==> config.mk <==
export PLATFORM = sky130hd
export DESIGN_NAME = timer_flat
export DESIGN_NICKNAME = d
export VERILOG_FILES = /design/src/source/bridge_config.svh /design/src/source/timerPkg.sv /design/src/source/busIf.sv /design/src/source/timer.sv /design/src/flat_wrapper.sv
export SDC_FILE = /design/constraint.sdc
export NUM_CORES = 1
export LEC_CHECK = 0
export ABC_CLOCK_PERIOD_IN_PS = 5100
export BUFFER_PORTS_ARGS = -buffer_cell sky130_fd_sc_hd__buf_4
export CORE_MARGIN = 3
export CORE_UTILIZATION = 61
export DETAILED_ROUTE_END_ITERATION = 6
export GPL_TIMING_DRIVEN = 0
export PLACE_DENSITY = 0.86
export SLEW_MARGIN = 20
export SYNTH_ARGS = -nofsm -noshare
export SYNTH_HDL_FRONTEND = slang
export SYNTH_SLANG_ARGS = --single-unit
==> constraint.sdc <==
create_clock -name clk -period 5.1 [get_ports clk]
set_input_delay 0.51 -clock clk [delete_from_list [all_inputs] [get_ports clk]]
set_output_delay 0.51 -clock clk [all_outputs]
set_load 0.02 [all_outputs]
==> src/source/bridge_config.svh <==
// Address map, data memory depth and interrupt vector width
// Shared by the bridges, the memory and the top level

`ifndef BRIDGE_CONFIG_SVH
`define BRIDGE_CONFIG_SVH

// Data memory depth in 32-bit words
`define BRIDGE_DM_WORDS 3072

// Byte address limit of the data memory region
`define BRIDGE_DM_LIMIT (`BRIDGE_DM_WORDS * 4)

// Timer register windows, both 16-byte aligned
`define BRIDGE_TIMER0_BASE 32'h0000_7F00
`define BRIDGE_TIMER1_BASE 32'h0000_7F10

// Registers per timer: ctrl, preset, count
`define BRIDGE_TIMER_WORDS 3

// Hardware interrupt vector width
`define BRIDGE_HWINT_WIDTH 6

`endif

==> src/source/timerPkg.sv <==
// Timer register index, mode and control word types
// The control word is both read back raw and decoded into fields

package timerPkg;

    // Word register index inside a timer window
    typedef enum logic [1:0] {
        ctrl   = 2'd0,
        preset = 2'd1,
        count  = 2'd2
    } regIndexT;

    // Counting mode
    // Codes 2 and 3 behave as oneShot
    typedef enum logic [1:0] {
        oneShot    = 2'd0,
        autoReload = 2'd1
    } modeT;

    // Decoded view of the control word
    typedef struct packed {
        logic [27:0] reserved;
        logic        intMask;
        modeT        mode;
        logic        enable;
    } ctrlFieldsT;

    typedef union packed {
        logic [31:0] raw;
        ctrlFieldsT  fields;
    } ctrlWordT;

endpackage

==> src/source/busIf.sv <==
// Word bus interface between bridge stages and devices
// Plain strobes only, no handshake

`timescale 1ns/1ns

interface busIf #(
    parameter int dataWidth = 32
) ();

    logic [dataWidth-1:0]   addr;
    logic [dataWidth-1:0]   wData;
    // One write enable per byte lane
    logic [dataWidth/8-1:0] we;
    logic                   rd;
    logic [dataWidth-1:0]   rData;

    // Requesting side
    modport master (output addr, wData, we, rd, input rData);

    // Responding side
    modport slave (input addr, wData, we, rd, output rData);

endinterface

==> src/source/timer.sv <==
// Programmable countdown timer with oneShot and autoReload modes
// Registers ctrl, preset and count, with a registered interrupt

`timescale 1ns/1ns

module timer (
    input  logic clk,
    input  logic reset,
    busIf.slave  bus,
    output logic irq
);

    timerPkg::ctrlWordT ctrlReg;
    logic [31:0]        presetReg;
    logic [31:0]        countReg;
    timerPkg::regIndexT regIndex;
    logic               writeEn;
    logic               presetWrite;
    logic               isAutoReload;
    logic               reloadNow;
    logic               irqNext;

    assign regIndex     = timerPkg::regIndexT'(bus.addr[1:0]);
    assign writeEn      = |bus.we;
    assign presetWrite  = writeEn && regIndex == timerPkg::preset;
    assign isAutoReload = ctrlReg.fields.mode == timerPkg::autoReload;

    // Reload point in autoReload mode
    assign reloadNow = ctrlReg.fields.enable && isAutoReload && countReg == 32'd1;

    always_comb begin
        if (!ctrlReg.fields.intMask || !ctrlReg.fields.enable) begin
            irqNext = 1'b0;
        end else if (isAutoReload) begin
            irqNext = reloadNow;
        end else begin
            // oneShot holds the request while expired
            irqNext = countReg == 32'd0;
        end
    end

    always_ff @(posedge clk) begin
        if (reset) begin
            ctrlReg   <= '0;
            presetReg <= '0;
            countReg  <= '0;
            irq       <= 1'b0;
        end else begin
            irq <= irqNext;
            if (writeEn && regIndex == timerPkg::ctrl) begin
                ctrlReg.raw <= bus.wData;
            end
            // Preset write also restarts the count
            if (presetWrite) begin
                presetReg <= bus.wData;
                countReg  <= bus.wData;
            end else if (reloadNow) begin
                countReg <= presetReg;
            end else if (ctrlReg.fields.enable && countReg != 32'd0) begin
                countReg <= countReg - 32'd1;
            end
        end
    end

    always_comb begin
        case (regIndex)
            timerPkg::ctrl:   bus.rData = ctrlReg.raw;
            timerPkg::preset: bus.rData = presetReg;
            timerPkg::count:  bus.rData = countReg;
            default:          bus.rData = '0;
        endcase
    end

    // Count only moves up on a preset load or a reload
    assert property (@(posedge clk) disable iff (reset)
        (!presetWrite && !reloadNow) |=> (countReg <= $past(countReg)))
        else $error("timer: count rose from %0d to %0d", $past(countReg), countReg);

endmodule

==> src/flat_wrapper.sv <==
// flat-port wrapper written by rule: the top's interface ports become plain ports
module timer_flat 
  (clk, reset, irq, bus_addr, bus_wData, bus_we, bus_rd, bus_rData);
  busIf bus_i ();
  input  logic clk;
  input  logic reset;
  output logic irq;
  input wire logic [$bits(bus_i.addr)-1:0] bus_addr;
  input wire logic [$bits(bus_i.wData)-1:0] bus_wData;
  input wire logic [$bits(bus_i.we)-1:0] bus_we;
  input wire logic [$bits(bus_i.rd)-1:0] bus_rd;
  output wire logic [$bits(bus_i.rData)-1:0] bus_rData;
  assign bus_i.addr = bus_addr;
  assign bus_i.wData = bus_wData;
  assign bus_i.we = bus_we;
  assign bus_i.rd = bus_rd;
  assign bus_rData = bus_i.rData;
  timer u_core (.clk(clk), .reset(reset), .bus(bus_i), .irq(irq));
endmodule
==> flow_summary.json <==
{
  "avgViaCountPerCell": 6.91,
  "ir_drop_uv": 160,
  "ys_seq_elements": 97,
  "clk_latency_ns": 0.38,
  "syn_area_mm2": 0.00560,
  "leakagePower_uw": 0.00241,
  "synth_top_area_cell": "dfxtp_1",
  "hold_class": "in -> reg",
  "grt_usage_pct": 42.7,
  "whs_endpoint": "u_core.ctrlReg[16]",
  "period_share_pct": 70.2,
  "finalSetupTns_ns": 0,
  "synth_top_cell_area_share_pct": 34.7,
  "drt_pre_antenna_iters": 7,
  "ant_nets": 0,
  "yosysWarningCount": 0,
  "hold_buffers": 0,
  "slew_headroom_pct": 18.3,
  "gp_congestion": 1.05,
  "grt_pass1_vias": 6109,
  "finalWirelength_um": 22300,
  "cts.path.max_buffers": 2,
  "yosysMostFrequentCell": "nand2_1",
  "holdPathStages": 3,
  "cts.sinks": 97,
  "die-area_mm2": 0.0104,
  "max-cap-violations": 0,
  "stdcell_count": 923,
  "antenna_found_initial": 0,
  "synthDistinctLibCells": 75,
  "period_minus_slack_ns": 3.58,
  "r2r_slack_ns": 2.03,
  "cts.reportedPaths.clkPinSlew_ns": 0.11,
  "hpwl_um": 15100,
  "ctsResizeCount": 0,
  "vias": 6379,
  "cts_buffers": 9,
  "cts_tree": "built",
  "criticalPathCategory": "in -> reg",
  "startpoint_type": "primary input",
  "syn_inst": 729,
  "worst_pin_slew_ns": 1.23,
  "synthFlopType": "dfxtp_1",
  "cts_root_buffer": "clkbuf_8",
  "end_kind": "register",
  "placed_cells": 907,
  "hold_start": "bus_wData[16]",
  "start_util_pct": 63.6,
  "n_fill_cell": 726,
  "power_density_mw_per_mm2": 290,
  "drt-initial-drc-count": 820,
  "multi_input_area_mm2": 0.00329,
  "synthTopCellsByArea": "dfxtp_1 (35%), nand2_1 (12%), a21oi_1 (6.5%)",
  "avgSynthCellArea_um2": 7.68,
  "syn_nets": 802,
  "violations": "design-rule violations",
  "finalMaxSlewViolations": 0,
  "rsz0062_at_grt": "no",
  "fmax_mhz": 279,
  "reg2reg_to": "u_core.countReg[25]",
  "async_flop_share_pct": 0,
  "io_pins": 104,
  "core-area_mm2": 0.00881,
  "cp.required_ns": 5.41,
  "final_net_count": 883,
  "htree_levels": 3,
  "overflow": 0,
  "num_rows": 34,
  "post_cts_buffers": 0,
  "wl_per_cell_um": 24.2,
  "syn_to_final_growth_pct": 14.7,
  "run_status": "finished with violations",
  "crit_path_max_fanout": 10,
  "rr_startpoint": "u_core.countReg[16]",
  "ys_seq_area_share_pct": 34.7,
  "synthTopCellsByCount": "nand2_1 (180), dfxtp_1 (97), a21oi_1 (73), o21ai_0 (44), nor2_1 (42)",
  "grt_max_degree": 16,
  "hold_viol_final": 0,
  "drive_gt1_share_pct": 16.5,
  "route.detailed.drc": 6,
  "crit_arrival_ns": 3.89,
  "die_x_um": 102,
  "finalSetupViolations": 0,
  "port_buffers": 70,
  "worst_r2r_path_depth": 8,
  "skew_ns": 0.0199,
  "die_y_um": 102,
  "grt_first_pass_wirelength_um": 33100,
  "synth-edff-count": 0,
  "regArea_mm2": 0.00194,
  "final_util_pct": 73.0
}
## metrics by stage
stage / setup slack [ns] / cell area [um2] / hold WS (ns) / total power, uW
2_1_floorplan: 2.73 / 5600 / 0.436 / 1200
3_3_place_gp: 1.50 / 6260 / 0.442 / 1360
3_5_place_dp: 1.45 / 6260 / 0.447 / 1380
4_1_cts: 1.81 / 6420 / 0.378 / 1830
5_1_grt: 1.62 / 6420 / 0.362 / 1910
6_report: 1.52 / 6420 / 0.378 / 1860
## worst max-delay path: stages
cell	delay, ns
buf_4	0.11
nor4_1	0.67
nand2b_1	0.24
clkbuf_1	0.59
buf_1	0.71
clkbuf_1	0.70
nand2_1	0.17
a21oi_1	0.18
## final cells by class
| cell class | count | area share [%] |
|---|---|---|
| buffer | 62 | 5.51 |
| antenna | 1 | 0.0389 |
| clock inverter | 4 | 0.487 |
| tap | 108 | 2.10 |
| inverter | 3 | 0.175 |
| clock buffer | 11 | 2.04 |
| multi-input combinational | 567 | 51.2 |
| timing repair buffer | 70 | 8.18 |
| sequential | 97 | 30.2 |
## logic make-up after synthesis
logic type                 count (synthesis)  synth area share, %
AOI/OAI and AO/OA                        198                 22.7
xor gates and xnor gates                  12                 1.88
adders and majority gates                  2                0.447
buffers and inverters                     65                 6.52
DFF                                       97                 34.7
muxes                                     32                 5.72
and+or+nand+nor                          323                 28.0
## metal layers
metal	share of wire, %	track usage, %	vias to the layer above
li1	-	-	2764
met1	36	55.1	2925
met2	44	65.4	563
met3	15	9.50	127
met4	5.3	25.3	0
met5	0	0	-
## worst max-delay path by stage
stage / end / from / depth (start not counted) / slack [ns]
detailed placement: u_core.presetReg[15] / bus_we[1] / 8 / 1.45
global route: u_core.presetReg[2] / bus_we[1] / 8 / 1.62
finish: u_core.presetReg[15] / bus_we[1] / 8 / 1.52
floorplan: bus_rData[14] / bus_addr[1] / 4 / 2.73
global placement: u_core.presetReg[29] / bus_we[1] / 8 / 1.50
CTS: u_core.presetReg[15] / bus_we[1] / 8 / 1.81
## layout by cell type, fill, tap and decap left out, drive strengths merged, types with 6 or more instances in the layout
cell / synthesis / routed
nor3: 18 / 18
dfxtp: 97 / 97
clkbuf: 44 / 55
mux2i: 32 / 32
nand2: 181 / 181
nor4: 19 / 19
a311oi: 16 / 16
xnor2: 9 / 9
o21ai: 45 / 45
nor2: 42 / 42
nand4: 7 / 7
o211ai: 8 / 8
a211oi: 7 / 7
a21oi: 73 / 73
or3: 7 / 7
a211o: 9 / 9
nand3: 14 / 14
nand2b: 6 / 6
buf: 18 / 88
## flip-flops by register name, summed over array words and instances, names as in the netlist
register and count:
u_core.presetReg 32, u_core.irq 1, u_core.ctrlReg 32, u_core.countReg 32
## where the power goes
group / switching, uW / internal, uW
logic: 339 / 205
registers: 45.0 / 800
clock network: 297 / 177
Power figures use the tool's default switching activity.
