**src/source/bridge_config.svh**
```systemverilog
// Address map, data memory depth and interrupt vector width
// Shared by the bridges, the memory and the top level

`ifndef BRIDGE_CONFIG_SVH
`define BRIDGE_CONFIG_SVH

// Data memory depth in 32-bit words
`define BRIDGE_DM_WORDS 3072

// Byte address limit of the data memory region
`define BRIDGE_DM_LIMIT (`BRIDGE_DM_WORDS * 4)

// Timer register windows, both 16-byte aligned
`define BRIDGE_TIMER0_BASE 32'h0000_7F00
`define BRIDGE_TIMER1_BASE 32'h0000_7F10

// Registers per timer: ctrl, preset, count
`define BRIDGE_TIMER_WORDS 3

// Hardware interrupt vector width
`define BRIDGE_HWINT_WIDTH 6

`endif

```
**src/source/busPkg.sv**
```systemverilog
// Bus-level types for the data-side bridge
// Access target select and CPU exception codes

package busPkg;

    // Where the north bridge routes a CPU data access
    typedef enum logic [1:0] {
        dataMem = 2'd0,
        device  = 2'd1,
        none    = 2'd2
    } targetT;

    // Exception codes as seen by the CPU cause register
    // Only address errors can come out of the bridge
    typedef enum logic [4:0] {
        // No exception, access proceeds
        excNone = 5'd0,
        // Address error on load
        excAdEL = 5'd4,
        // Address error on store
        excAdES = 5'd5
    } excCodeT;

endpackage

```
**src/source/busIf.sv**
```systemverilog
// Word bus interface between bridge stages and devices
// Plain strobes only, no handshake

`timescale 1ns/1ns

interface busIf #(
    parameter int dataWidth = 32
) ();

    logic [dataWidth-1:0]   addr;
    logic [dataWidth-1:0]   wData;
    // One write enable per byte lane
    logic [dataWidth/8-1:0] we;
    logic                   rd;
    logic [dataWidth-1:0]   rData;

    // Requesting side
    modport master (output addr, wData, we, rd, input rData);

    // Responding side
    modport slave (input addr, wData, we, rd, output rData);

endinterface

```
**src/source/northBridge.sv**
```systemverilog
// CPU-side address decode with exception detection
// Routes data accesses to memory or the device bus and returns read data

`timescale 1ns/1ns
`include "bridge_config.svh"

module northBridge (
    input  logic [31:0]     cpuAddr,
    input  logic [31:0]     cpuWData,
    input  logic [3:0]      cpuWe,
    input  logic            cpuRd,
    output logic [31:0]     cpuRData,
    output busPkg::excCodeT exc,
    busIf.master            mem,
    busIf.master            dev
);

    localparam logic [31:0] dmLimit     = `BRIDGE_DM_LIMIT;
    localparam logic [31:0] timer0Base  = `BRIDGE_TIMER0_BASE;
    localparam logic [31:0] timer1Base  = `BRIDGE_TIMER1_BASE;
    localparam logic [31:0] windowBytes = `BRIDGE_TIMER_WORDS * 4;
    localparam logic [31:0] countOffset = 32'h8;

    busPkg::targetT target;
    logic           inTimer0;
    logic           inTimer1;
    logic           isWrite;
    logic           isCount;
    logic           blocked;
    logic [31:0]    devOffset;

    assign inTimer0 = (cpuAddr >= timer0Base) && (cpuAddr < timer0Base + windowBytes);
    assign inTimer1 = (cpuAddr >= timer1Base) && (cpuAddr < timer1Base + windowBytes);
    assign isWrite  = |cpuWe;

    // Byte offset inside whichever timer window was hit
    assign devOffset = inTimer0 ? (cpuAddr - timer0Base) : (cpuAddr - timer1Base);
    assign isCount   = devOffset[31:2] == countOffset[31:2];

    always_comb begin
        if (cpuAddr < dmLimit) begin
            target = busPkg::dataMem;
        end else if (inTimer0 || inTimer1) begin
            target = busPkg::device;
        end else begin
            target = busPkg::none;
        end
    end

    // Stores take precedence when both strobes hit an unmapped address
    always_comb begin
        exc = busPkg::excNone;
        if (target == busPkg::none) begin
            if (isWrite) begin
                exc = busPkg::excAdES;
            end else if (cpuRd) begin
                exc = busPkg::excAdEL;
            end
        end else if (target == busPkg::device && isWrite) begin
            // Devices take full words only, and count is read-only
            if (cpuWe != 4'hF || isCount) begin
                exc = busPkg::excAdES;
            end
        end
    end

    assign blocked = exc != busPkg::excNone;

    assign mem.addr  = cpuAddr;
    assign mem.wData = cpuWData;
    assign mem.we    = (target == busPkg::dataMem && !blocked) ? cpuWe : 4'h0;
    assign mem.rd    = (target == busPkg::dataMem && !blocked) && cpuRd;

    assign dev.addr  = cpuAddr;
    assign dev.wData = cpuWData;
    assign dev.we    = (target == busPkg::device && !blocked) ? cpuWe : 4'h0;
    assign dev.rd    = (target == busPkg::device && !blocked) && cpuRd;

    always_comb begin
        if (blocked) begin
            cpuRData = '0;
        end else if (target == busPkg::dataMem) begin
            cpuRData = mem.rData;
        end else if (target == busPkg::device) begin
            cpuRData = dev.rData;
        end else begin
            cpuRData = '0;
        end
    end

    // A store lands in exactly one place
    always_comb begin
        assert final (!(|mem.we && |dev.we))
            else $error("northBridge: memory and device written together");
    end

endmodule

```
**src/flat_wrapper.sv**
```systemverilog
// flat-port wrapper written by rule: the top's interface ports become plain ports
module northBridge_flat 
  (cpuAddr, cpuWData, cpuWe, cpuRd, cpuRData, exc, mem_addr, mem_wData, mem_we, mem_rd, mem_rData, dev_addr, dev_wData, dev_we, dev_rd, dev_rData);
  busIf mem_i ();
  busIf dev_i ();
  input  logic [31:0] cpuAddr;
  input  logic [31:0] cpuWData;
  input  logic [3:0] cpuWe;
  input  logic cpuRd;
  output logic [31:0] cpuRData;
  output busPkg::excCodeT exc;
  output wire logic [$bits(mem_i.addr)-1:0] mem_addr;
  output wire logic [$bits(mem_i.wData)-1:0] mem_wData;
  output wire logic [$bits(mem_i.we)-1:0] mem_we;
  output wire logic [$bits(mem_i.rd)-1:0] mem_rd;
  input wire logic [$bits(mem_i.rData)-1:0] mem_rData;
  output wire logic [$bits(dev_i.addr)-1:0] dev_addr;
  output wire logic [$bits(dev_i.wData)-1:0] dev_wData;
  output wire logic [$bits(dev_i.we)-1:0] dev_we;
  output wire logic [$bits(dev_i.rd)-1:0] dev_rd;
  input wire logic [$bits(dev_i.rData)-1:0] dev_rData;
  assign mem_addr = mem_i.addr;
  assign mem_wData = mem_i.wData;
  assign mem_we = mem_i.we;
  assign mem_rd = mem_i.rd;
  assign mem_i.rData = mem_rData;
  assign dev_addr = dev_i.addr;
  assign dev_wData = dev_i.wData;
  assign dev_we = dev_i.we;
  assign dev_rd = dev_i.rd;
  assign dev_i.rData = dev_rData;
  northBridge u_core (.cpuAddr(cpuAddr), .cpuWData(cpuWData), .cpuWe(cpuWe), .cpuRd(cpuRd), .cpuRData(cpuRData), .exc(exc), .mem(mem_i), .dev(dev_i));
endmodule
```
**config.mk**
```make
export PLATFORM = sky130hd
export DESIGN_NAME = northBridge_flat
export DESIGN_NICKNAME = d
export VERILOG_FILES = /design/src/source/busPkg.sv /design/src/source/busIf.sv /design/src/source/northBridge.sv /design/src/flat_wrapper.sv
export VERILOG_INCLUDE_DIRS = /design/src /design/src/source
export SDC_FILE = /design/constraint.sdc
export NUM_CORES = 1
export LEC_CHECK = 0
export BUFFER_PORTS_ARGS = -buffer_cell sky130_fd_sc_hd__buf_2
export CAP_MARGIN = 20
export CORE_AREA = 2 2 120 122
export DETAILED_ROUTE_END_ITERATION = 16
export DIE_AREA = 0 0 122 124
export PLACE_DENSITY = 0.58
export SYNTH_ARGS = -nofsm -noshare
export SYNTH_HDL_FRONTEND = slang
export SYNTH_SLANG_ARGS = --single-unit
```
**constraint.sdc**
```tcl
create_clock -name vclk -period 2.9
set_input_delay 0.145 -clock vclk [all_inputs]
set_output_delay 0.145 -clock vclk [all_outputs]
set_load 0.005 [all_outputs]
```
==> metrics.md, run 1 <==
| Metric | Value |
|---|---|
| Status | finished, final reports clean |
| Die H | 124 um |
| Yosys top cell by area | buf_4 |
| Largest net degree at the start of global routing | 41 |
| Final setup viols | 0 |
| Post-DP HPWL | 8760 um |
| Highest metal used | met4 |
| CP max stage delay | 570 ps |
| RSZ-0062 raised after global routing | yes |
| Peak Freq | 346 MHz |
| Total Routing Usage GR | 12.0% |
| Seq cells | 0 |
| Area grow syn2layout | 29.6% |
| CP max stage cell | or4_4 |
| Starting Density | 19.5% |
| Leak | 1.71 nW |
| Final hold vios | 0 |
| CP Launch Type | input pin |
| Required @ worst endpoint | 2760 ps |
| Finished Layout Cells | 688 |
| DR iter-0 viols | 146 |
| Row Count | 43 |
| Top-area cell type share of the netlist area | 37.0% |
| Worst-Margin Slew | 725 ps |
| First drt pass iteration count | 4 |
| Post-synth top cells | 132 x buf_4, 44 x a21oi_1, 32 x a22oi_1 |
| Pwr dens | 87.8 nW/um^2 |
| Fillers | 1556 |
| Most numerous cell in the Yosys netlist | buf_4 |
| Max IR drop VDD | 0.0344 mV |
| Crit path max fanout | 7 |
| Slew headroom | 50.4% |
| Met1 wire length | 4130 um |
| Initial antenna violation count | 0 |
| Final design utilization | 25.3% |
| Syn_area_per_cell | 6.81 um^2 |
| Buffers & Inverters on Critical Path | 2 |
| Total die area | 15100 um^2 |
| Most frequent CP cell | or4_4 |
| Final period utilization | 99.5% |
| Final slew viol count | 0 |
| Mapped cell area | 2680 um^2 |
| Endpoint class of the critical path | primary output |
| Crit path max-delay family | simple AND/OR/NAND/NOR gates |
| Yosys cell types | 60 |
| Grt total ovfl | 0 |
| Fin nets | 647 |
| Critical Path AT | 2740 ps |
| Warnings, synthesis | 0 |
| Die X | 122 um |
| Met3 Wirelength | 840 um |
| Max_cap viols | 0 |
| Core Area | 13700 um^2 |
| PortBufs | 209 |
| Clock buffer count | 0 |
| Ant. Diodes | 0 |
| Area occupied by multi-input gates | 1640 um^2 |
| Synth Instances | 393 |
| Critical path class | in -> out |
| Largest cells by area after synthesis | buf_4 37%, a22oi_1 9.0%, a21oi_1 8.2%, and3_1 2.1%, clkbuf_1 2.1% |
| WL met2 | 5300 um |
| Io pins | 308 |
| Final GP Congestion | 1.02 |
| Vias in the first global route | 2841 |
| DRC | 0 |
| Fraction of layout cells with a size suffix above 1 | 58.5% |
| First-pass GRT wire length | 14800 um |
| Placed Cells incl. Taps | 684 |
| Routed len/inst | 15.3 um |
| DR vias/cell | 4.76 |
| Via count | 3276 |
| HP Class | in -> out |
| Final wirelength | 10500 um |
| Crit path time final | 2890 ps |
| Crit path cell chain | buf_12 > or4_4 > nor2_4 > o21ai_1 > a221o_1 > or4_4 > or4_4 > a31oi_1 > buf_2 |
| DRT antenna net count | 0 |
| Sequential-to-total area share from yosys stat | 0% |
| Reg area | 0 um^2 |
==> logic make-up (layout without fill, tap and decap cells) <==
kind of cell | count (synthesis) | count (layout) | share of synthesized area (%)
adder cells (fa/ha/maj) | 4 | 4 | 1.87
other | 1 | 3 | 0.140
XOR/XNOR | 1 | 1 | 0.327
buffers and inverters | 162 | 275 | 42.1
multiplexers | 1 | 1 | 0.421
AND/OR/NAND/NOR | 97 | 97 | 22.6
AO/OA/AOI/OAI | 127 | 127 | 32.5
==> timing repair <==
item | 4_1_cts | 5_1_grt
pin swaps | 3 | 13
hold buffers | 0 | 0
endpoints found under the setup margin | 8 | 39
gates resized for setup | 3 | 28
setup buffers | 0 | 4
==> metal layers <==
layer  GRT usage (%)  vias to the layer above
met3           0.870                       30
met4            2.95                        0
met2            22.1                      197
met1            15.1                     1487
li1                -                     1562
met5               0                        -
==> layout by cell type (no fill, tap or decap), types with 5 or more instances in the layout <==
cell and count:
nor3_1 8, nand2_1 11, and2_1 6, nand4_1 6
nor2_1 13, a22oi_1 32, nand3_1 7, o21ai_0 9
buf_6 5, nor4_1 7, buf_2 205, a21oi_1 41
and3_1 9, buf_4 55
==> report_power, final <==
| group | internal (mW) | leakage, nW | switching (mW) | total [mW] |
|---|---|---|---|---|
| clock | 0 | 0 | 0 | 0 |
| sequential | 0 | 0 | 0 | 0 |
| combinational | 0.153 | 1.71 | 0.151 | 0.304 |
| total | 0.153 | 1.71 | 0.151 | 0.304 |
==> stage by stage <==
stage	hold slack [ps]	total power [mW]	setup WS [ps]	setup TNS, ps	cell area (um^2)
final	290	0.304	13.3	0	3470
after floorplan	364	0.215	176	0	2680
after detailed placement	290	0.283	-82.1	-411	3320
after global placement	290	0.283	-49.9	-227	3320
after CTS	290	0.286	7.37	0	3330
after global routing	290	0.331	-55.0	-97.0	3470
==> final cells by class <==
type | count | area share [%]
inverters | 6 | 0.794
well taps | 180 | 6.50
repair buffers | 269 | 45.4
multi-input cells | 233 | 47.3
==> worst paths after layout <==
path | from | endpoint | slack (ps) | depth (start not counted)
min | cpuWData[0] | dev_wData[0] | 290 | 0
max | cpuAddr[16] | exc[0] | 10 | 9
No activity file was read; power rests on OpenSTA's default activity.
==> run 2: changes to the inputs <==
Settings changed: PLACE_DENSITY 0.58 to not set, SLEW_MARGIN set to 10.
Clock period 2.9 ns to 3.2 ns, I/O delays scaled along.
==> run 2 against run 1 <==
Effect of this change: sequential share of layout area is the same; first-iteration DRC count grew 8.9%; critical path depth is the same; cell count shrank 5.7%; final area shrank 12%; global-route usage grew 0.45 points; power shrank 22%; combinational power shrank 22%; setup slack gained 100 ps; flip-flop and latch count is the same; largest cell class unchanged; largest power group unchanged; highest routed layer unchanged.
==> metrics.md, run 2 (synthesized netlist as in run 1, its figures left out) <==
| Metric | Value |
|---|---|
| Status | finished, final reports clean |
| Final GP Congestion | 0.925 |
| Fin nets | 608 |
| DRC | 0 |
| Seq cells | 0 |
| DRT antenna net count | 0 |
| PortBufs | 209 |
| Area grow syn2layout | 14.0% |
| First drt pass iteration count | 5 |
| Most frequent cells in the layout | 209 x buf_2, 44 x a21oi_1, 32 x a22oi_1 |
| Finished Layout Cells | 649 |
| HP Class | in -> out |
| Final wirelength | 10700 um |
| Fillers | 1577 |
| Initial antenna violation count | 0 |
| Peak Freq | 324 MHz |
| Vias in the first global route | 2686 |
| Clock buffer count | 0 |
| Commonest non-fill, non-tap cell in the layout | buf_2 |
| Ant. Diodes | 0 |
| Design Area, Final | 3050 um^2 |
| Max IR drop VDD | 0.0295 mV |
| Max_cap viols | 0 |
| Slew headroom | 59.8% |
| Pwr dens | 78.0 nW/um^2 |
| Final hold vios | 0 |
| Routed len/inst | 16.4 um |
| Final setup viols | 0 |
| First-pass GRT wire length | 14900 um |
| Critical Path AT | 2920 ps |
| Leak | 1.50 nW |
| Die X | 122 um |
| Io pins | 308 |
| Total die area | 15100 um^2 |
| Via count | 3215 |
| Crit path time final | 3080 ps |
| Grt total ovfl | 0 |
| Reg area | 0 um^2 |
| Largest net degree at the start of global routing | 41 |
| Row Count | 43 |
| Total Routing Usage GR | 12.4% |
| Endpoint class of the critical path | primary output |
| Post-DP HPWL | 8980 um |
| Final period utilization | 96.4% |
| DR iter-0 viols | 159 |
| Total Power | 238 uW |
| Required @ worst endpoint | 3040 ps |
| DR vias/cell | 4.95 |
| Die H | 124 um |
| Worst-Margin Slew | 588 ps |
| Fraction of layout cells with a size suffix above 1 | 52.2% |
| Core Area | 13700 um^2 |
| Critical path class | in -> out |
| Crit path max fanout | 7 |
| Starting Density | 19.5% |
| Final slew viol count | 0 |
| DP Area | 3030 um^2 |
| CP Launch Type | input pin |
| Placed Cells incl. Taps | 648 |
## run 2: cell types whose count changed in the layout (fill, tap and decap cells not counted), moves of 2 or more
cell,before,now
buf_4,55,19
a21oi_1,41,44
inv_4,2,0
buf_12,4,2
inv_1,4,6
and4_4,2,0
a21oi_2,3,0
ha_1,1,3
and4_1,3,5
ha_4,2,0
buf_2,205,209
buf_6,5,0
## run 2: path summary, 6_finish.rpt
kind / from / to / cells past startpoint
hold / removal: cpuWData[20] / dev_wData[20] / 0
setup / recovery: cpuAddr[24] / dev_we[0] / 9
## run 2: metrics by stage
step           TNS, ps  setup slack [ps]  utilization, %  hold slack (ps)
2_1_floorplan        0               446               -              394
3_3_place_gp         0               139            22.1              320
3_5_place_dp         0               109            22.1              320
4_1_cts              0               110            22.1              320
5_1_grt          -5.42             -2.83            22.2              320
6_report             0               116            22.2              320
## run 2: area by class of cell
cell class	count	area [um^2]	area share [%]
tap	180	225	7.39
timing repair buffer	230	1230	40.3
inverter	6	22.5	0.739
multi-input combinational	233	1570	51.6
## run 2: timing repair
action | 4_1_cts | 5_1_grt
hold buffers | 0 | 0
endpoints found under the setup margin | 0 | 11
gates resized for setup | 0 | 2
hold endpoints to repair | 0 | 0
buffers inserted | 0 | 1
## run 2: critical path: stages
cell	delay, ps
buf_2	130
nor4_1	550
and4_1	400
and2_4	220
a2bb2oi_1	70
or4_1	530
or4_4	570
and3_1	170
buf_2	120
## run 2: power by group
part | switching, mW | internal, mW
registers | 0 | 0
logic | 0.129 | 0.109
clock network | 0 | 0
## run 2: layer usage
| layer | vias up | routed length (um) | global-route usage, % |
|---|---|---|---|
| li1 | 1483 | - | - |
| met5 | - | 0 | 0 |
| met2 | 235 | 5390 | 22.6 |
| met4 | 0 | 291 | 3.30 |
| met1 | 1471 | 3940 | 15.3 |
| met3 | 26 | 1030 | 1.92 |
