[src/source/bridge_config.svh]
// Address map, data memory depth and interrupt vector width
// Shared by the bridges, the memory and the top level

`ifndef BRIDGE_CONFIG_SVH
`define BRIDGE_CONFIG_SVH

// Data memory depth in 32-bit words
`define BRIDGE_DM_WORDS 3072

// Byte address limit of the data memory region
`define BRIDGE_DM_LIMIT (`BRIDGE_DM_WORDS * 4)

// Timer register windows, both 16-byte aligned
`define BRIDGE_TIMER0_BASE 32'h0000_7F00
`define BRIDGE_TIMER1_BASE 32'h0000_7F10

// Registers per timer: ctrl, preset, count
`define BRIDGE_TIMER_WORDS 3

// Hardware interrupt vector width
`define BRIDGE_HWINT_WIDTH 6

`endif

[src/source/timerPkg.sv]
// Timer register index, mode and control word types
// The control word is both read back raw and decoded into fields

package timerPkg;

    // Word register index inside a timer window
    typedef enum logic [1:0] {
        ctrl   = 2'd0,
        preset = 2'd1,
        count  = 2'd2
    } regIndexT;

    // Counting mode
    // Codes 2 and 3 behave as oneShot
    typedef enum logic [1:0] {
        oneShot    = 2'd0,
        autoReload = 2'd1
    } modeT;

    // Decoded view of the control word
    typedef struct packed {
        logic [27:0] reserved;
        logic        intMask;
        modeT        mode;
        logic        enable;
    } ctrlFieldsT;

    typedef union packed {
        logic [31:0] raw;
        ctrlFieldsT  fields;
    } ctrlWordT;

endpackage

[src/source/busIf.sv]
// Word bus interface between bridge stages and devices
// Plain strobes only, no handshake

`timescale 1ns/1ns

interface busIf #(
    parameter int dataWidth = 32
) ();

    logic [dataWidth-1:0]   addr;
    logic [dataWidth-1:0]   wData;
    // One write enable per byte lane
    logic [dataWidth/8-1:0] we;
    logic                   rd;
    logic [dataWidth-1:0]   rData;

    // Requesting side
    modport master (output addr, wData, we, rd, input rData);

    // Responding side
    modport slave (input addr, wData, we, rd, output rData);

endinterface

[src/source/southBridge.sv]
// Device register decode, read-data mux and interrupt vector assembly
// Two timers behind one device bus

`timescale 1ns/1ns
`include "bridge_config.svh"

module southBridge (
    busIf.slave                           host,
    busIf.master                          tmr0,
    busIf.master                          tmr1,
    input  logic                          tmr0Irq,
    input  logic                          tmr1Irq,
    input  logic                          extInt,
    output logic [`BRIDGE_HWINT_WIDTH-1:0] hwInt
);

    localparam logic [31:0] timer0Base = `BRIDGE_TIMER0_BASE;
    localparam logic [31:0] timer1Base = `BRIDGE_TIMER1_BASE;

    logic               sel0;
    logic               sel1;
    logic               writeReq;
    timerPkg::regIndexT regIndex;

    // Windows are 16-byte aligned, so the upper bits pick the timer
    assign sel0 = host.addr[31:4] == timer0Base[31:4];
    assign sel1 = host.addr[31:4] == timer1Base[31:4];

    assign regIndex = timerPkg::regIndexT'(host.addr[3:2]);

    // Device stores are full words
    assign writeReq = host.we[0];

    assign tmr0.addr  = {30'b0, regIndex};
    assign tmr0.wData = host.wData;
    assign tmr0.we    = (sel0 && writeReq) ? 4'hF : 4'h0;
    assign tmr0.rd    = sel0 && host.rd;

    assign tmr1.addr  = {30'b0, regIndex};
    assign tmr1.wData = host.wData;
    assign tmr1.we    = (sel1 && writeReq) ? 4'hF : 4'h0;
    assign tmr1.rd    = sel1 && host.rd;

    always_comb begin
        if (sel0) begin
            host.rData = tmr0.rData;
        end else if (sel1) begin
            host.rData = tmr1.rData;
        end else begin
            host.rData = '0;
        end
    end

    // Bit 0 timer 0, bit 1 timer 1, bit 2 external line, rest unused
    assign hwInt = {{(`BRIDGE_HWINT_WIDTH-3){1'b0}}, extInt, tmr1Irq, tmr0Irq};

    // Overlapping timer windows would break the read mux
    always_comb begin
        assert final ($onehot0({sel0, sel1}))
            else $error("southBridge: both timers selected at %h", host.addr);
    end

endmodule

[src/flat_wrapper.sv]
// flat-port wrapper written by rule: the top's interface ports become plain ports
module southBridge_flat 
  (tmr0Irq, tmr1Irq, extInt, hwInt, host_addr, host_wData, host_we, host_rd, host_rData, tmr0_addr, tmr0_wData, tmr0_we, tmr0_rd, tmr0_rData, tmr1_addr, tmr1_wData, tmr1_we, tmr1_rd, tmr1_rData);
  busIf host_i ();
  busIf tmr0_i ();
  busIf tmr1_i ();
  input  logic tmr0Irq;
  input  logic tmr1Irq;
  input  logic extInt;
  output logic [`BRIDGE_HWINT_WIDTH-1:0] hwInt;
  input wire logic [$bits(host_i.addr)-1:0] host_addr;
  input wire logic [$bits(host_i.wData)-1:0] host_wData;
  input wire logic [$bits(host_i.we)-1:0] host_we;
  input wire logic [$bits(host_i.rd)-1:0] host_rd;
  output wire logic [$bits(host_i.rData)-1:0] host_rData;
  output wire logic [$bits(tmr0_i.addr)-1:0] tmr0_addr;
  output wire logic [$bits(tmr0_i.wData)-1:0] tmr0_wData;
  output wire logic [$bits(tmr0_i.we)-1:0] tmr0_we;
  output wire logic [$bits(tmr0_i.rd)-1:0] tmr0_rd;
  input wire logic [$bits(tmr0_i.rData)-1:0] tmr0_rData;
  output wire logic [$bits(tmr1_i.addr)-1:0] tmr1_addr;
  output wire logic [$bits(tmr1_i.wData)-1:0] tmr1_wData;
  output wire logic [$bits(tmr1_i.we)-1:0] tmr1_we;
  output wire logic [$bits(tmr1_i.rd)-1:0] tmr1_rd;
  input wire logic [$bits(tmr1_i.rData)-1:0] tmr1_rData;
  assign host_i.addr = host_addr;
  assign host_i.wData = host_wData;
  assign host_i.we = host_we;
  assign host_i.rd = host_rd;
  assign host_rData = host_i.rData;
  assign tmr0_addr = tmr0_i.addr;
  assign tmr0_wData = tmr0_i.wData;
  assign tmr0_we = tmr0_i.we;
  assign tmr0_rd = tmr0_i.rd;
  assign tmr0_i.rData = tmr0_rData;
  assign tmr1_addr = tmr1_i.addr;
  assign tmr1_wData = tmr1_i.wData;
  assign tmr1_we = tmr1_i.we;
  assign tmr1_rd = tmr1_i.rd;
  assign tmr1_i.rData = tmr1_rData;
  southBridge u_core (.host(host_i), .tmr0(tmr0_i), .tmr1(tmr1_i), .tmr0Irq(tmr0Irq), .tmr1Irq(tmr1Irq), .extInt(extInt), .hwInt(hwInt));
endmodule
[config.mk]
export PLATFORM = sky130hd
export DESIGN_NAME = southBridge_flat
export DESIGN_NICKNAME = d
export VERILOG_FILES = /design/src/source/timerPkg.sv /design/src/source/busIf.sv /design/src/source/southBridge.sv /design/src/flat_wrapper.sv
export VERILOG_INCLUDE_DIRS = /design/src /design/src/source
export SDC_FILE = /design/constraint.sdc
export NUM_CORES = 1
export LEC_CHECK = 0
export CELL_PAD_IN_SITES_DETAIL_PLACEMENT = 1
export CELL_PAD_IN_SITES_GLOBAL_PLACEMENT = 1
export CORE_AREA = 2 2 122 124
export DETAILED_ROUTE_END_ITERATION = 12
export DIE_AREA = 0 0 124 126
export DONT_BUFFER_PORTS = 1
export PLACE_DENSITY_LB_ADDON = 0.05
export SKIP_LAST_GASP = 1
export SYNTH_ARGS = -nofsm -noshare
export SYNTH_HDL_FRONTEND = slang
export SYNTH_SLANG_ARGS = --single-unit
[constraint.sdc]
create_clock -name vclk -period 2.75
set_input_delay 0.275 -clock vclk [all_inputs]
set_output_delay 0.275 -clock vclk [all_outputs]
set_load 0.05 [all_outputs]
==> results.cfg, run 1 <==
[setup_path]
crit_path_start_kind = primary input
crit_top_cell = buf_4
timing_worst_setup_path_type = primary input to output pin
worst_path_largest_cell_delay_ps = 420
endpoint_arrival_time_on_the_critical_path_ps = 2030
cp.buffers_inverters = 2
worstPathMaxFanout = 19
crit_required_ps = 2480
slowest_stage_cell_cp = nand2_2
timing.critical_path.cells = nor4_1 > nand2_2 > buf_4 > nor4_2 > buf_4
setup_crit_end_kind = output pin
critical_path.top_delay_family = simple AND/OR/NAND/NOR gates

[pwr]
power.clock.fraction_pct = 0
power.static_leakage_nw = 0.707
combPwrFrac_pct = 100.0
power_density_nw_per_um2 = 141
power_report.internal_total_mw = 0.0287
swShare_pct = 88.3
seqPwrFrac_pct = 0
vdd_drop_max_mv = 0.0595
totalPowerFinal_mw = 0.247
total_switching_power_mw = 0.218

[placed_design]
gpl.final_weighted_congestion = 0.650
hpwlAfterDp_mm = 4.49
port-buffer-count = 0

[final_layout]
nClkBuffers = 0
syn2layout_area_growth_pct = -13.5
drive_above_1_share_pct = 45.5
design.final.nets = 327
multiInputGateArea_um2 = 1150
nFlopsAndLatches = 0
n_fill_cell = 1736
diode_insertion_count_for_antenna_repair = 0
postLayoutCoreUtil_pct = 12.2
seq_area_um2 = 0

[run_status]
status = completed

[route]
via_per_inst = 3.24
drt_pre_antenna_iters = 4
route.vias.total = 1210
detail_route.wirelength_mm = 5.47
drt_wl_cell_um = 14.7
route.detailed.drc = 0
antenna_left = 0
detail_route.iter0.violations = 14

[synthesis]
yosys.area_share.adder_pct = 0
yosysMostFrequentCell = buf_4
synth_top_family_by_area = buffers and inverters
synthMuxAreaShare_pct = 15.8
synth.top_cells.by_area = buf_4 54%, nor4_2 17%, mux2i_1 16%, nor4_1 2.5%, nor4_4 2.1%
synth-simple-area-share_pct = 27.1
synth_cell_type_count = 17
yosysSeqAreaShare_pct = 0
synthDominantCellAreaShare_pct = 53.8
syn_area_per_cell_um2 = 8.58
synthesis.instances = 236
syn-cell-area_um2 = 2020
yosys_warnings = 0
xor_xnor_share_of_the_synthesized_area_pct = 0
fraction_of_the_mapped_netlist_area_in_compound_gates_pct = 0
yosys-top-cells-count = 145 x buf_4, 32 x mux2i_1, 28 x nor4_2
synth_largest_area_cell = buf_4

[global_routing]
grt.overflow.total = 0
global_route.usage.total_pct = 6.07
first_global_vias = 1288
grt_max_degree = 37
grt_first_pass_wirelength_mm = 7.42
number_of_antenna_violations_at_the_first_check_in_global_routing = 0

[die]
rows = 44
fp.coreArea_um2 = 14300
start_util_pct = 14.1
die_height_um = 126
die-width_um = 124
fp.dieArea_um2 = 15600
boundaryPins = 312

[job]
drv.max_cap_violation_count = 0

[timing]
worstMarginPinSlew_ps = 643
final-max-slew-violation-count = 0
fin_setup_tns_ps = 0
unrepaired_setup_endpoints_after_global_routing = no
finalWorstPathRequiredPeriod_ps = 2310
finalCritPeriodShare_pct = 84.0
fmaxAchievable_mhz = 433
slew_headroom_pct = 57.1
final_hold_viol_count = 0
setup_viol = 0

[clocking]
post_cts_buffers = 0
cts-resized-gates = 0
number_of_buffers_inserted_for_hold_repair_after_clock_tree_synthesis = 0

[worst_hold_path]
min_path_type = primary input to output pin
==> layout by cell type (no fill, tap or decap) <==
| cell type | count |
|---|---|
| buf_6 | 3 |
| nand2_2 | 1 |
| nor4_1 | 2 |
| buf_12 | 2 |
| nor3b_1 | 1 |
| nor4_4 | 2 |
| nand2b_1 | 2 |
| and4b_1 | 1 |
| buf_4 | 40 |
| nor4b_4 | 1 |
| mux2i_1 | 32 |
| conb_1 | 63 |
| nand2_1 | 2 |
| nand4_4 | 1 |
| or4_2 | 1 |
| nor4_2 | 34 |
| and4bb_2 | 1 |
==> worst paths after layout <==
path	from	end	cells past startpoint
worst max-delay path	host_addr[26]	host_rData[22]	5
worst min-delay path	host_wData[13]	tmr1_wData[13]	0
==> cells by family after synthesis <==
logic type             Yosys count
and+or+nand+nor                 49
other                            1
buffers and inverters          154
muxes                           32
==> layout make-up <==
cell class,count,area share (%)
Timing Repair Buffer,45,21.4
Multi-Input combinational cell,144,65.5
Tap cell,184,13.1
==> through the flow <==
step,hold slack [ps],instance area (um^2),instances,worst slack [ps]
after floorplan,717,2260,298,-624
after global routing,550,1750,373,258
after global placement,550,1750,373,467
after CTS,550,1750,373,366
final,550,1750,373,440
after detailed placement,550,1750,373,381
==> power groups by stage <==
stage,logic [mW],registers (mW),clock network (mW)
final,0.247,0,0
after global routing,0.258,0,0
after CTS,0.245,0,0
after detailed placement,0.245,0,0
after global placement,0.242,0,0
after floorplan,0.599,0,0
==> metal layers <==
metal / up-vias / wire (um) / track usage, %
met4: 0 / 175 / 1.92
li1: 515 / - / -
met1: 549 / 1540 / 5.43
met2: 121 / 3260 / 13.3
met3: 25 / 493 / 0.725
met5: - / 0 / 0
No activity file was read; power rests on OpenSTA's default activity.
==> run 2, diff against run 1 <==
==> constraint.sdc (replaced) <==
create_clock -name vclk -period 1.9
set_input_delay 0.19 -clock vclk [all_inputs]
set_output_delay 0.19 -clock vclk [all_outputs]
set_load 0.05 [all_outputs]
==> run 2 against run 1 <==
Against the previous run:
- critical path depth is the same
- setup slack worse by 380 ps
- utilization up 0.97 points
- die area is the same
- via count down 2.6%
- flip-flop and latch count did not move
- global-route usage shrank 0.88 points
- cell area grew 7.9%
- clock-buffer cell count did not move
- critical path type unchanged
- largest cell class unchanged
- largest power group unchanged
==> results.cfg, run 2 (synthesis gave the netlist of run 1 again) <==
[setup_path]
slowest_stage_cell_cp = or4_2
timing.critical_path.cells = or4_2 > buf_12 > nor4_4 > buf_4 > buf_12
crit_path_start_kind = primary input
timing_worst_setup_path_type = primary input to output pin
setup_crit_end_kind = output pin
crit_required_ps = 1710
worst_path_largest_cell_delay_ps = 740
worstPathMaxFanout = 17
critical_path.top_delay_family = simple AND/OR/NAND/NOR gates
crit_top_cell = buf_12
cp.buffers_inverters = 3
startpoint = host_addr[30]
endpoint_arrival_time_on_the_critical_path_ps = 1650

[die]
rows = 44
boundaryPins = 312
start_util_pct = 14.1
fp.dieArea_um2 = 15600
die_height_um = 126
fp.coreArea_um2 = 14300
die-width_um = 124

[route]
detail_route.wirelength_mm = 4.94
route.detailed.drc = 0
antenna_left = 0
route.vias.total = 1178
drt_wl_cell_um = 13.2
via_per_inst = 3.15
detail_route.iter0.violations = 13
drt_pre_antenna_iters = 4

[pwr]
power_density_nw_per_um2 = 192
vdd_drop_max_mv = 0.0993
totalPowerFinal_mw = 0.364
power.static_leakage_nw = 0.795

[global_routing]
global_route.usage.total_pct = 5.19
first_global_vias = 1210
grt_first_pass_wirelength_mm = 6.58
number_of_antenna_violations_at_the_first_check_in_global_routing = 0
grt.overflow.total = 0
grt_max_degree = 37

[final_layout]
nClkBuffers = 0
nFlopsAndLatches = 0
diode_insertion_count_for_antenna_repair = 0
postLayoutCoreUtil_pct = 13.2
postLayoutCellArea_um2 = 1890
syn2layout_area_growth_pct = -6.61
seq_area_um2 = 0
mostFrequentLayoutCells = 63 x conb_1, 37 x buf_4, 32 x mux2i_1
final_cells = 374
multiInputGateArea_um2 = 1190
n_fill_cell = 1712
drive_above_1_share_pct = 46.3
design.final.nets = 328
layout.cells.most_common = conb_1

[timing]
finalWorstSetupSlack_ps = 55.5
final_hold_viol_count = 0
final-max-slew-violation-count = 0
setup_viol = 0
timing.hold.ws_ps = 380
fmaxAchievable_mhz = 542
fin_setup_tns_ps = 0
finalCritPeriodShare_pct = 97.1
unrepaired_setup_endpoints_after_global_routing = no
finalWorstPathRequiredPeriod_ps = 1840

[worst_hold_path]
min_to = hwInt[0]
hold_start = tmr0Irq
min_path_type = primary input to output pin
timing.hold.worst_path_depth = 0

[placed_design]
port-buffer-count = 0
place_area_um2 = 1880
pre_cts_ws_ps = 31.9
hpwlAfterDp_mm = 4.14
placed_cells = 374
gpl.final_weighted_congestion = 0.616

[job]
drv.max_cap_violation_count = 0

[run_status]
status = completed

[clocking]
number_of_buffers_inserted_for_hold_repair_after_clock_tree_synthesis = 0
==> run 2: layout make-up <==
class | count | share of cell area, %
well taps | 184 | 12.2
repair buffers | 46 | 25.0
multi-input cells | 144 | 62.8
==> run 2: how the worst max path moves through the flow <==
stage,end,slack [ps],depth (start not counted)
after floorplan,host_rData[10],-280,4
after global placement,tmr1_rd,40,4
after detailed placement,tmr1_rd,30,4
after CTS,tmr1_rd,20,4
after global routing,tmr1_we[0],6,5
final,tmr1_we[0],60,5
==> run 2: routing by layer <==
| metal | wire, um | GRT usage, % |
|---|---|---|
| met5 | 0 | 0 |
| met4 | 97 | 1.45 |
| met3 | 555 | 0.815 |
| met2 | 2850 | 11.2 |
| met1 | 1430 | 4.72 |
==> run 2: where the power goes <==
group / leakage, nW / switching (mW) / internal (mW)
logic: 0.795 / 0.318 / 0.0460
clock network: 0 / 0 / 0
registers: 0 / 0 / 0
==> run 2: timing repair <==
action | in CTS | in global routing
setup endpoints to repair | 0 | 1
resized for setup | 0 | 1
setup buffers | 0 | 0
==> run 3, diff against run 2 <==
--- a/config.mk
+++ b/config.mk
@@ -6,11 +6,12 @@
 export SDC_FILE = /design/constraint.sdc
 export NUM_CORES = 1
 export LEC_CHECK = 0
+export ABC_AREA = 1
 export CELL_PAD_IN_SITES_DETAIL_PLACEMENT = 1
 export CELL_PAD_IN_SITES_GLOBAL_PLACEMENT = 1
-export CORE_AREA = 2 2 122 124
+export CORE_AREA = 2 2 120 122
 export DETAILED_ROUTE_END_ITERATION = 12
-export DIE_AREA = 0 0 124 126
+export DIE_AREA = 0 0 122 124
 export DONT_BUFFER_PORTS = 1
 export PLACE_DENSITY_LB_ADDON = 0.05
 export SKIP_LAST_GASP = 1
==> run 3 against run 2 <==
Against the previous run:
- hold slack about the same
- first-iteration DRC count increased by 120%
- flip-flop and latch count unchanged
- cell count increased by 39%
- largest power group unchanged
- global-route usage increased by 2.8 points
- total power decreased by 7.8%
- via count increased by 52%
- die area decreased by 3.2%
- synthesized area increased by 5.1%
- setup slack improved by 240 ps
==> results.cfg, run 3 <==
[final_layout]
drive_above_1_share_pct = 16.2
diode_insertion_count_for_antenna_repair = 0
seq_area_um2 = 0
nFlopsAndLatches = 0
layout.cells.most_common = nand2_1
nClkBuffers = 0
syn2layout_area_growth_pct = 6.64
design.final.nets = 477
mostFrequentLayoutCells = 83 x nand2_1, 63 x conb_1, 58 x inv_1

[worst_hold_path]
timing.hold.worst_path_depth = 0
hold_start = host_addr[3]
min_path_type = primary input to output pin

[timing]
finalCritPeriodShare_pct = 84.7
final_hold_viol_count = 0
unrepaired_setup_endpoints_after_global_routing = no
setup_viol = 0
fin_setup_tns_ps = 0
finalWorstPathRequiredPeriod_ps = 1610
timing.hold.ws_ps = 380
fmaxAchievable_mhz = 621
final-max-slew-violation-count = 0

[clocking]
post_cts_buffers = 0
cts-resized-gates = 0
number_of_buffers_inserted_for_hold_repair_after_clock_tree_synthesis = 0

[pwr]
power_density_nw_per_um2 = 148
vdd_drop_max_mv = 0.0639
power.static_leakage_nw = 1.28

[synthesis]
syn-cell-area_um2 = 2130
syn_area_per_cell_um2 = 5.53
synth.top_cells.by_area = buf_4 49%, nand2_1 15%, inv_1 10%, nand3_1 8.0%, a21oi_1 7.5%
yosysSeqAreaShare_pct = 0
synthesis.instances = 385
yosys-top-cells-count = 140 x buf_4, 83 x nand2_1, 58 x inv_1
synth_largest_area_cell = buf_4
yosys_warnings = 0
synthDominantCellAreaShare_pct = 49.4
yosysMostFrequentCell = buf_4
synth_cell_type_count = 14

[run_status]
status = completed

[route]
antenna_left = 0
via_per_inst = 3.45
route.detailed.drc = 0
drt_wl_cell_um = 13.0
route.vias.total = 1789
detail_route.wirelength_mm = 6.73
drt_pre_antenna_iters = 3
detail_route.iter0.violations = 28

[global_routing]
grt_first_pass_wirelength_mm = 9.74
number_of_antenna_violations_at_the_first_check_in_global_routing = 0
grt_max_degree = 22
grt.overflow.total = 0
global_route.usage.total_pct = 8.02
first_global_vias = 1854

[setup_path]
worstPathMaxFanout = 15
worst_path_largest_cell_delay_ps = 250
timing_worst_setup_path_type = primary input to output pin
cp.buffers_inverters = 2
timing.critical_path.cells = nor2_1 > nand3_1 > nor2_4 > buf_4 > nand2_1 > nor2_4 > buf_12
endpoint_arrival_time_on_the_critical_path_ps = 1420
crit_path_start_kind = primary input
slowest_stage_cell_cp = buf_12
critical_path.top_delay_family = simple AND/OR/NAND/NOR gates
startpoint = host_addr[7]
crit_required_ps = 1710
crit_top_cell = nor2_4
setup_crit_end_kind = output pin
worst-path-stages = 7

[die]
boundaryPins = 312
die-width_um = 122
fp.coreArea_um2 = 13700
fp.dieArea_um2 = 15100
die_height_um = 124
rows = 43
start_util_pct = 15.5

[placed_design]
port-buffer-count = 0
hpwlAfterDp_mm = 5.65
gpl.final_weighted_congestion = 0.660

[job]
drv.max_cap_violation_count = 0
[run 3: report_power, final]
group          internal (mW)  total, mW  switching, mW
clock network              0          0              0
logic                 0.0257      0.335          0.310
registers                  0          0              0
total                 0.0257      0.335          0.310
[run 3: final cells by class]
| class | count | area (um^2) |
|---|---|---|
| Fill cell | 1717 | 11400 |
| Multi-Input combinational cell | 234 | 1020 |
| Timing Repair Buffer | 47 | 803 |
| Inverter | 58 | 218 |
| Tap cell | 180 | 225 |
[run 3: logic make-up after synthesis]
family	synth area share (%)
buffers and inverters	64.0
AND/OR/NAND/NOR	28.3
AO/OA/AOI/OAI	7.52
other	0.176
[run 3: final timing paths]
check | end | slack (ps)
worst max-delay path | tmr0_we[3] | 290
worst min-delay path | tmr0_addr[1] | 380
[run 3: routing by layer]
metal  vias to the layer above  track usage (%)  share of wire, %
met5                         -                0                 0
li1                        856                -                 -
met4                         0             2.44               3.2
met1                       789             8.83                36
met2                       122             14.8                50
met3                        22             2.43                11
[run 3: through the flow]
step                      instance area [um^2]  worst slack [ps]  power, mW  utilization, %  cells
after floorplan                           2370               115      0.826               -    447
after global placement                    2270               222      0.332            16.5    519
after detailed placement                  2270               241      0.334            16.5    519
after CTS                                 2270               242      0.334            16.5    519
after global routing                      2270               126      0.358            16.5    519
final                                     2270               291      0.335            16.5    519
